<file path="src/rtl/stat_pkg.sv">
package stat_pkg;

    // Block length and bus geometry
    localparam int n_samples  = 40;
    localparam int apb_addr_w = 8;

    // Register map
    localparam logic [apb_addr_w-1:0] reg_ctrl        = 8'h00;
    localparam logic [apb_addr_w-1:0] reg_status      = 8'h04;
    localparam logic [apb_addr_w-1:0] reg_mean        = 8'h08;
    localparam logic [apb_addr_w-1:0] reg_std         = 8'h0C;
    localparam logic [apb_addr_w-1:0] reg_variance    = 8'h10;
    localparam logic [apb_addr_w-1:0] reg_block_count = 8'h14;

    // One sample, also the width of the mean
    typedef logic [15:0] sample_t;
    // Sum of 40 samples
    typedef logic [21:0] sum_t;
    // Sum of 40 squared deviations
    typedef logic [37:0] sq_sum_t;
    typedef logic [31:0] variance_t;
    typedef logic [15:0] std_t;
    typedef logic [31:0] count_t;
    typedef logic [31:0] apb_data_t;

    // Statistics core sequencing
    typedef enum logic [1:0] {
        core_idle,
        core_root,
        core_done
    } core_state_t;

    // Square root iteration
    typedef enum logic {
        root_idle,
        root_run
    } root_state_t;

endpackage

</file>
<file path="src/rtl/sample_window.sv">
module sample_window (
    input  logic              clk,
    input  logic              rst,
    input  logic              enable,
    input  logic              flush,
    input  logic              sample_valid,
    input  stat_pkg::sample_t sample_data,
    output logic              sample_ready,
    output logic              block_valid,
    input  logic              block_ready,
    output stat_pkg::sample_t block_data [0:stat_pkg::n_samples-1]
);

    logic [$clog2(stat_pkg::n_samples)-1:0] fill_q;
    logic                                   full_q;
    logic                                   sample_acc;
    logic                                   block_acc;

    // Stall the source while disabled or while a full block is pending
    assign sample_ready = enable && !full_q;
    assign sample_acc   = sample_valid && sample_ready;

    assign block_valid = full_q;
    assign block_acc   = block_valid && block_ready;

    // Fill counter and full flag
    always_ff @(posedge clk or posedge rst) begin
        if (rst) begin
            fill_q <= '0;
            full_q <= 1'b0;
        end else if (flush) begin
            // Drop partial or waiting block
            fill_q <= '0;
            full_q <= 1'b0;
        end else if (block_acc) begin
            fill_q <= '0;
            full_q <= 1'b0;
        end else if (sample_acc) begin
            if (fill_q == stat_pkg::n_samples - 1) begin
                fill_q <= '0;
                full_q <= 1'b1;
            end else begin
                fill_q <= fill_q + 1'b1;
            end
        end
    end

    // Block buffer, one slot per accepted sample
    always_ff @(posedge clk) begin
        if (sample_acc) begin
            block_data[fill_q] <= sample_data;
        end
    end

endmodule

</file>
<file path="config.mk">
export PLATFORM = sky130hd
export DESIGN_NAME = sample_window
export DESIGN_NICKNAME = d
export VERILOG_FILES = /design/src/rtl/stat_pkg.sv /design/src/rtl/sample_window.sv
export SDC_FILE = /design/constraint.sdc
export NUM_CORES = 1
export LEC_CHECK = 0
export BUFFER_PORTS_ARGS = -buffer_cell sky130_fd_sc_hd__buf_2
export CAP_MARGIN = 20
export CORE_AREA = 2 2 255 257
export DETAILED_ROUTE_END_ITERATION = 7
export DIE_AREA = 0 0 257 259
export PLACE_DENSITY = 0.56
export SYNTH_ARGS = -nofsm -noshare
export SYNTH_HDL_FRONTEND = slang
export SYNTH_SLANG_ARGS = --single-unit
</file>
<file path="constraint.sdc">
create_clock -name clk -period 3.22 [get_ports clk]
set_clock_uncertainty 0.15 [all_clocks]
set_input_delay 0.161 -clock clk [delete_from_list [all_inputs] [get_ports clk]]
set_output_delay 0.161 -clock clk [all_outputs]
set_load 0.02 [all_outputs]
</file>
==> flow_metrics.env <==
export IMPL_viasPerCell=4.471
export IMPL_grt_pass1_vias=11171
export IMPL_cts_hold_fix_buffers=16
export IMPL_insertion_delay_ns=0.59
export IMPL_crit_buf_inv=1
export IMPL_crit_type="flop to flop"
export IMPL_cap_violations=0
export IMPL_cts_sinks=647
export IMPL_p_seq_share_pct=53.2
export IMPL_finalCriticalPeriod_ns=2.413
export IMPL_outcome="finished clean"
export IMPL_hp_class="input port to flop"
export IMPL_grt_util_all_layers_pct=18.32
export IMPL_routed_wl_mm=62.99
export IMPL_synth_edff_count=640
export IMPL_async_flop_share_pct=1.082
export IMPL_yosys_warnings=0
export IMPL_p_per_area_mw_per_mm2=641.4
export IMPL_slew_headroom_pct=37.51
export IMPL_tns_ns=0
export IMPL_post_synth_top_count_cell="edfxtp_1"
export IMPL_vias=10972
export IMPL_cts_resized=0
export IMPL_final_area_mm2=0.02719
export IMPL_yosys_top_cells_area="edfxtp_1 97%, dfrtp_1 0.88%, nor2_1 0.79%, a21oi_1 0.13%, buf_6 0.11%"
export IMPL_overflow=0
export IMPL_nets=1571
export IMPL_area_growth_pct=36.52
export IMPL_drt_first_pass_iters=6
export IMPL_clk_pin_slew_ns=0.06
export IMPL_grt_pass1_wl_mm=85.24
export IMPL_crit_chain="inv_2 -> or4_4 -> nor2_2"
export IMPL_cts_setup_buffers=0
export IMPL_post_route_period_util_pct=74.95
export IMPL_drt_iter0_markers=1010
export IMPL_dpl_instance_area_mm2=0.02477
export IMPL_crit_arrival_ns=2.48
export IMPL_postLayoutCoreUtil_pct=42.56
export IMPL_rsz0062_at_grt="false"
export IMPL_crit_fanout=16
export IMPL_place_gp_congestion=0.7752
export IMPL_p_int_mw=13.94
export IMPL_cp_start_kind="flop"
export IMPL_grt_max_degree=41
export IMPL_ctsHtreeMaxLevel=3
export IMPL_switchingPower_mw=3.496
export IMPL_ir_worst_vdd_mv=0.4938
export IMPL_drc=0
export IMPL_critPathSlowestCell="or4_4"
export IMPL_power_frac_comb_pct=2.0
export IMPL_synth_avg_cell_area_um2=26.73
export IMPL_critPathRequiredTime_ns=3.29
export IMPL_die_w_um=257
export IMPL_synth_largest_area_cell="edfxtp_1"
export IMPL_netlist_area_leader_share_pct=96.51
export IMPL_synth_area_mm2=0.01991
export IMPL_dieArea_mm2=0.06656
export IMPL_worst_setup_path_end_kind="flop"
export IMPL_drive_gt1_share_pct=52.07
export IMPL_fmax_ghz=0.4144
export IMPL_io_buffer_count=663
export IMPL_antenna_found_initial=2
export IMPL_netlist_instances=745
export IMPL_cellLeakagePower_nw=10.10
export IMPL_drtAntennaViolNets=0
export IMPL_cts_tree="yes"
export IMPL_worst_pin_slew_ns=0.9373
export IMPL_pwr_share_clk_pct=44.8
export IMPL_rows=93
export IMPL_core_area_mm2=0.06388
export IMPL_max_stage_delay_ns=0.68
export IMPL_ios=664
export IMPL_yosysSeqAreaShare_pct=97.39
export IMPL_hold_violations=0
export IMPL_p_sw_share_pct=20.05
export IMPL_synth_nets=768
export IMPL_synth_flop_cell="edfxtp_1"
export IMPL_critical_path_top_delay_family="simple AND/OR/NAND/NOR gates"
export IMPL_hpwl_mm=39.92
export IMPL_synthTopCellsByCount="640 x edfxtp_1, 42 x nor2_1, 7 x dfrtp_1"
export IMPL_slew_viol_final=0
export IMPL_cts_buffers_inserted=68
export IMPL_start_util_pct=31.17
export IMPL_synth_seq_cells=647
export IMPL_r2r_slack_ns=0.81
export IMPL_die_h_um=259
export IMPL_routedWlPerCell_um=25.67
export IMPL_setup_violations=0
export IMPL_clockBufferDepth=3
export IMPL_yosysUniqueCellTypes=32
export IMPL_ctsRootBufferMaster="clkbuf_16"
-- worst register-to-register path, cell delays in order (launching register included) --
cell     delay [ns]
dfrtp_1        0.43
inv_2          0.09
or4_4          0.68
nor2_2         0.68
-- routing by layer --
layer | routed length, µm | GRT usage (%) | vias to the layer above
met1 | 24560 | 22.38 | 5601
li1 | - | - | 4608
met4 | 1576 | 6.476 | 0
met2 | 31660 | 30.93 | 670
met5 | 0 | 0 | -
met3 | 5195 | 5.507 | 93
-- state kept, by name, indices dropped and copies added, names as in the netlist --
signal	flops
block_valid	1
block_data	640
fill_q	6
-- logic make-up (layout without fill, tap and decap cells) --
logic type                 Yosys count  in the layout  synth area share (%)
AOI/OAI and AO/OA                   14             14                0.4398
DFF                                647            647                 97.39
adders and majority gates            1              1               0.06282
buffers and inverters               12            865                0.3204
and+or+nand+nor                     71             71                 1.791
other                                0              1                     0
-- cells in the final DEF (no fill, tap or decap), drive strengths merged, types with 2 or more instances in the layout --
cell type,Yosys,routed
dfrtp,7,7
or3b,2,2
bufinv,0,8
dlygate4sd3,0,17
a21oi,5,5
clkbuf,3,80
inv,4,10
or3,2,2
nand3,2,2
o21ai,2,2
buf,5,724
edfxtp,640,640
or4,3,3
nand4,3,3
a31oi,2,2
nand2,6,6
nand3b,4,4
clkinv,0,25
nor2,42,42
o31ai,2,2
-- layout make-up --
cell class	instances	area, µm²
Timing Repair Buffer	741	4016
Clock buffer	80	1768
Antenna cell	1	2.502
Tap cell	855	1070
Sequential cell	647	19390
Fill cell	5640	36700
Inverter	4	15.01
Clock inverter	40	449.2
Multi-Input combinational cell	86	471.7
-- stage by stage --
stage / worst slack, ns / hold WS [ns] / total power [mW] / instances
global route: 0.6480 / 0.02549 / 17.91 / 2453
floorplan: 0.7203 / -0.1856 / 9.497 / 745
finish: 0.8066 / 0.03846 / 17.44 / 2454
global placement: 0.7281 / 0.02361 / 9.790 / 2315
CTS: 0.7034 / 0.004067 / 17.59 / 2451
detailed placement: 0.6255 / 0.02625 / 9.794 / 2315
-- power groups by stage --
| stage | Clock (mW) | Sequential (mW) | Combinational, mW |
|---|---|---|---|
| final | 7.81 | 9.28 | 0.348 |
| after floorplan | 0 | 9.47 | 0.0253 |
| after detailed placement | 0 | 9.46 | 0.338 |
| after global routing | 8.26 | 9.27 | 0.369 |
| after CTS | 7.96 | 9.28 | 0.353 |
| after global placement | 0 | 9.46 | 0.335 |
-- path summary, 6_finish.rpt --
check / startpoint / to / depth (start not counted)
hold / removal: sample_data[3] / block_data[307] / 1
max in group asynchronous: rst / fill_q[4] / 4
setup reg to reg: fill_q[3] / block_data[420] / 3
setup / recovery: fill_q[3] / block_data[420] / 3
hold reg to reg: block_valid / block_valid / 2
min in group asynchronous: rst / fill_q[3] / 4
No activity file was read; power rests on OpenSTA's default activity.
