**src/rtl/stat_pkg.sv**
```systemverilog
package stat_pkg;

    // Block length and bus geometry
    localparam int n_samples  = 40;
    localparam int apb_addr_w = 8;

    // Register map
    localparam logic [apb_addr_w-1:0] reg_ctrl        = 8'h00;
    localparam logic [apb_addr_w-1:0] reg_status      = 8'h04;
    localparam logic [apb_addr_w-1:0] reg_mean        = 8'h08;
    localparam logic [apb_addr_w-1:0] reg_std         = 8'h0C;
    localparam logic [apb_addr_w-1:0] reg_variance    = 8'h10;
    localparam logic [apb_addr_w-1:0] reg_block_count = 8'h14;

    // One sample, also the width of the mean
    typedef logic [15:0] sample_t;
    // Sum of 40 samples
    typedef logic [21:0] sum_t;
    // Sum of 40 squared deviations
    typedef logic [37:0] sq_sum_t;
    typedef logic [31:0] variance_t;
    typedef logic [15:0] std_t;
    typedef logic [31:0] count_t;
    typedef logic [31:0] apb_data_t;

    // Statistics core sequencing
    typedef enum logic [1:0] {
        core_idle,
        core_root,
        core_done
    } core_state_t;

    // Square root iteration
    typedef enum logic {
        root_idle,
        root_run
    } root_state_t;

endpackage

```
**src/rtl/stat_result_if.sv**
```systemverilog
interface stat_result_if;

    // Single-cycle pulse, no back-pressure
    logic                result_valid;
    stat_pkg::sample_t   mean;
    stat_pkg::std_t      std;
    stat_pkg::variance_t variance;

    modport core (
        output result_valid,
        output mean,
        output std,
        output variance
    );

    modport regs (
        input result_valid,
        input mean,
        input std,
        input variance
    );

endinterface

```
**src/rtl/stat_regs.sv**
```systemverilog
module stat_regs (
    input  logic                             clk,
    input  logic                             rst,
    input  logic                             psel,
    input  logic                             penable,
    input  logic                             pwrite,
    input  logic [stat_pkg::apb_addr_w-1:0]  paddr,
    input  stat_pkg::apb_data_t              pwdata,
    output stat_pkg::apb_data_t              prdata,
    output logic                             pready,
    output logic                             pslverr,
    stat_result_if.regs                      res,
    output logic                             enable,
    output logic                             flush
);

    logic                result_ready_q;
    logic                overrun_q;
    stat_pkg::sample_t   mean_q;
    stat_pkg::std_t      std_q;
    stat_pkg::variance_t var_q;
    stat_pkg::count_t    count_q;
    logic                access;
    logic                mapped;
    logic                ctrl_wr;
    logic                status_wr;

    // No wait states
    assign pready = 1'b1;

    assign access    = psel && penable;
    assign ctrl_wr   = access && pwrite && (paddr == stat_pkg::reg_ctrl);
    assign status_wr = access && pwrite && (paddr == stat_pkg::reg_status);
    assign pslverr   = access && !mapped;

    // Read mux and address decode
    always_comb begin
        mapped = 1'b1;
        case (paddr)
            stat_pkg::reg_ctrl:        prdata = {31'b0, enable};
            stat_pkg::reg_status:      prdata = {30'b0, overrun_q, result_ready_q};
            stat_pkg::reg_mean:        prdata = stat_pkg::apb_data_t'(mean_q);
            stat_pkg::reg_std:         prdata = stat_pkg::apb_data_t'(std_q);
            stat_pkg::reg_variance:    prdata = var_q;
            stat_pkg::reg_block_count: prdata = count_q;
            default: begin
                prdata = '0;
                mapped = 1'b0;
            end
        endcase
    end

    always_ff @(posedge clk or posedge rst) begin
        if (rst) begin
            enable         <= 1'b0;
            flush          <= 1'b0;
            result_ready_q <= 1'b0;
            overrun_q      <= 1'b0;
            mean_q         <= '0;
            std_q          <= '0;
            var_q          <= '0;
            count_q        <= '0;
        end else begin
            // Flush bit is self-clearing
            flush <= ctrl_wr && pwdata[1];
            if (ctrl_wr) begin
                enable <= pwdata[0];
            end

            // W1C on status
            if (status_wr) begin
                if (pwdata[0]) begin
                    result_ready_q <= 1'b0;
                end
                if (pwdata[1]) begin
                    overrun_q <= 1'b0;
                end
            end

            // New result wins over a clear in the same cycle
            if (res.result_valid) begin
                mean_q         <= res.mean;
                std_q          <= res.std;
                var_q          <= res.variance;
                count_q        <= count_q + 1'b1;
                result_ready_q <= 1'b1;
                if (result_ready_q) begin
                    overrun_q <= 1'b1;
                end
            end
        end
    end

endmodule

```
**src/flat_wrapper.sv**
```systemverilog
// flat-port wrapper written by rule: the top's interface ports become plain ports
module stat_regs_flat 
  (clk, rst, psel, penable, pwrite, paddr, pwdata, prdata, pready, pslverr, enable, flush, res_result_valid, res_mean, res_std, res_variance);
  stat_result_if res_i ();
  input  logic clk;
  input  logic rst;
  input  logic psel;
  input  logic penable;
  input  logic pwrite;
  input  logic [stat_pkg::apb_addr_w-1:0] paddr;
  input  stat_pkg::apb_data_t pwdata;
  output stat_pkg::apb_data_t prdata;
  output logic pready;
  output logic pslverr;
  output logic enable;
  output logic flush;
  input wire logic [$bits(res_i.result_valid)-1:0] res_result_valid;
  input wire logic [$bits(res_i.mean)-1:0] res_mean;
  input wire logic [$bits(res_i.std)-1:0] res_std;
  input wire logic [$bits(res_i.variance)-1:0] res_variance;
  assign res_i.result_valid = res_result_valid;
  assign res_i.mean = res_mean;
  assign res_i.std = res_std;
  assign res_i.variance = res_variance;
  stat_regs u_core (.clk(clk), .rst(rst), .psel(psel), .penable(penable), .pwrite(pwrite), .paddr(paddr), .pwdata(pwdata), .prdata(prdata), .pready(pready), .pslverr(pslverr), .res(res_i), .enable(enable), .flush(flush));
endmodule
```
**config.mk**
```make
export PLATFORM = sky130hd
export DESIGN_NAME = stat_regs_flat
export DESIGN_NICKNAME = d
export VERILOG_FILES = /design/src/rtl/stat_pkg.sv /design/src/rtl/stat_result_if.sv /design/src/rtl/stat_regs.sv /design/src/flat_wrapper.sv
export SDC_FILE = /design/constraint.sdc
export NUM_CORES = 1
export LEC_CHECK = 0
export BUFFER_PORTS_ARGS = -buffer_cell sky130_fd_sc_hd__buf_2
export CORE_ASPECT_RATIO = 0.6
export CORE_MARGIN = 3
export CORE_UTILIZATION = 55
export CTS_CLUSTER_SIZE = 10
export DETAILED_ROUTE_END_ITERATION = 12
export PLACE_DENSITY = 0.85
export SYNTH_ARGS = -nofsm -noshare
export SYNTH_HDL_FRONTEND = slang
export SYNTH_SLANG_ARGS = --single-unit
```
**constraint.sdc**
```tcl
create_clock -name clk -period 10.2 [get_ports clk]
set_clock_uncertainty 0.1 [all_clocks]
set_input_delay 3.06 -clock clk [delete_from_list [all_inputs] [get_ports clk]]
set_output_delay 3.06 -clock clk [all_outputs]
set_load 0.03 [all_outputs]
```
==> out/metrics.yaml <==
coreArea_um2: 8160
place_area_um2: 5390
synth_top_family_by_area: "multiplexers"
setup_viol_count_final: 0
required_ns: 7.04
p_sw_mw: 0.230
yosysTopAreaCellShare_pct: 52.3
synth_compound_area_share_pct: 3.79
setup_tns_ns: 0
maxSlewViolCount: 0
grt_max_degree: 73
ys_seq_area_share_pct: 52.3
io_buffers: 114
clkTransAtPathRegs_ns: 0.06
diodes: 0
fillers: 608
yosysMostFrequentCell: "dfrtp_1"
worst_pin_slew_ns: 0.925
async_reset_ff_share_pct: 100
power.density_nw_per_um2: 170
whs_path_depth: 1
p_sw_share_pct: 23.5
area_growth_pct: 20.1
max_stage_delay_ns: 0.66
gr-total-overflow: 0
holdWs_ns: 0.378
drc_errors: 0
min_path_type: "reg -> reg"
antenna_left: 0
finalInstanceArea_um2: 5740
cts_hold_buf: 0
internal-power_mw: 0.748
antenna_found_initial: 0
yosys_warnings: 0
dieArea_um2: 9880
start_util_pct: 58.6
drive_gt1_share_pct: 43.0
fin_util_pct: 70.3
synth_fa_ha_area_share_pct: 0.262
yosys.area_share.simple_pct: 12.0
die_height_um: 78.2
crit_top_cell: "buf_2"
cts_resized: 0
syn_area_per_cell_um2: 12.6
routabilityCongestion: 0.850
grt_pass1_vias: 3421
fmax_mhz: 122
drt_iter0_drc: 167
max-cap-violations: 0
syn_nets: 490
end_kind: "primary output"
synth_area_leader_cell: "dfrtp_1"
cp_cell_sequence: "buf_2 -> nor4_2 -> nor3b_4 -> and3_1 -> a221o_1 -> buf_2"
synthFlopType: "dfrtp_1"
dr.pass1.iters: 4
cp_max_fo: 15
drt-total-wl_um: 10500
wl_per_cell_um: 17.5
die_x_um: 126
hold_start: "u_core.count_q[31]"
clkSinkCount: 100
final_nets: 597
synth-xor-area-share_pct: 5.68
seqPwrFrac_pct: 48.2
finalHoldViolCount: 0
grt_pass1_wl_um: 17500
yosys_register_bits: 100
dp_hpwl_um: 7380
r2r_end: "u_core.count_q[18]"
total_power_mw: 0.979
hold_end: "u_core.count_q[31]"
reg2reg_from: "u_core.count_q[0]"
synth_area_leaders: "dfrtp_1 52%, mux2_2 16%, mux2i_1 6.9%"
cp-start-kind: "input pin"
cts_root_buf: "clkbuf_16"
yosysUniqueCellTypes: 38
netlist_instances: 379
cts_setup_buffers: 0
ir_worst_vdd_mv: 0.123
synth_edf_count: 0
comb_power_share_pct: 11.7
cts_inserted_buffers: 9
cts_tree: "built"
worst-endpoint-arrival_ns: 5.02
synth_mux_area_share_pct: 22.9
p_leak_nw: 2.74
synthTopCellsByCount: "100 x dfrtp_1, 66 x mux2_2, 39 x nor2_1, 33 x mux2i_1, 26 x xnor2_1"
via_per_inst: 5.63
rsz0062_at_grt: "false"
clk-insertion-delay-late_ns: 0.34
grt_usage_pct: 22.4
critPathSlowestCell: "and3_1"
status: "completed"
dr_total_vias: 3375
cts_htree_levels: 3
post-route-period-util_pct: 80.2
io_pins: 146
clockPowerShare_pct: 40.1
relSlewSlack_pct: 38.3
path_class: "in -> out"
fp-row-count: 25
min_period_ns: 8.18
regToRegSetupSlack_ns: 8.20
synthesis.area_um2: 4780
clk_path_buf_depth: 2
reg2reg_depth: 5
## worst max-delay path, delay by kind of cell
kind / cells / cell delay (ns)
simple gates: 3 / 1.38
buf+inv: 2 / 0.30
compound gates: 1 / 0.28
## cells in the final DEF (no fill, tap or decap), types with 2 or more instances in the layout
cell / Yosys / routed
a221o_1: 11 / 11
a221o_2: 4 / 4
and3_1: 5 / 5
buf_2: 4 / 113
buf_4: 3 / 4
bufinv_16: 0 / 3
clkbuf_16: 0 / 9
clkbuf_8: 0 / 2
dfrtp_1: 100 / 100
inv_1: 5 / 4
mux2_2: 66 / 66
mux2i_1: 33 / 33
nand2_1: 16 / 16
nand3_1: 11 / 11
nand3b_1: 2 / 2
nand4_1: 15 / 15
nor2_1: 39 / 39
nor3_1: 2 / 2
nor4_4: 3 / 3
xnor2_1: 26 / 26
xor2_1: 5 / 5
## registers in the layout (all words and copies together) (netlist names)
signal / flops
u_core.result_ready_q: 1
u_core.flush: 1
u_core.std_q: 16
u_core.enable: 1
u_core.mean_q: 16
u_core.var_q: 32
u_core.overrun_q: 1
u_core.count_q: 32
## worst max-delay path by stage
stage	from	end	slack [ns]	cells after the start
2_1_floorplan	paddr[5]	prdata[17]	2.59	5
4_1_cts	paddr[5]	prdata[10]	2.00	6
3_5_place_dp	paddr[5]	prdata[1]	2.01	6
5_1_grt	paddr[5]	prdata[15]	1.83	6
3_3_place_gp	paddr[5]	prdata[1]	2.06	6
6_report	paddr[5]	prdata[10]	2.02	6
## metal layers
layer | up-vias | wire length (µm) | part of all wire [%] | global-route usage [%]
met5 | - | 0 | 0 | 0
met4 | 0 | 73 | 0.70 | 4.28
met3 | 8 | 815 | 7.8 | 8.57
met2 | 118 | 4810 | 46 | 35.3
met1 | 1675 | 4790 | 46 | 30.0
li1 | 1574 | - | - | -
## logic make-up (layout without fill, tap and decap cells)
group,after synthesis,in the layout
AOI/OAI and AO/OA,19,19
xor gates and xnor gates,31,31
adders and majority gates,1,1
buffers and inverters,26,138
DFF,100,100
muxes,100,100
other,1,1
and+or+nand+nor,101,101
## metrics by stage
step | setup WS [ns] | std cells
floorplan | 2.59 | 379
global placement | 2.06 | 583
detailed placement | 2.01 | 583
CTS | 2.00 | 599
global route | 1.83 | 599
finish | 2.02 | 599
## power by group through the flow
stage	clock, mW	combinational [mW]	sequential (mW)
final	0.393	0.114	0.471
after global placement	0	0.110	0.474
after floorplan	0	0.0853	0.468
after CTS	0.402	0.116	0.471
after detailed placement	0	0.115	0.478
after global routing	0.417	0.127	0.477
## final cells by class
type	count	area, µm²	share of cell area, %
inverters	5	21.3	0.370
well taps	108	135	2.35
clock inverters	4	95.1	1.66
flip-flops and latches	100	2500	43.6
repair buffers	117	596	10.4
clock buffers	12	256	4.47
multi-input cells	253	2140	37.2
Note: power is estimated with default switching activity, not from simulation.
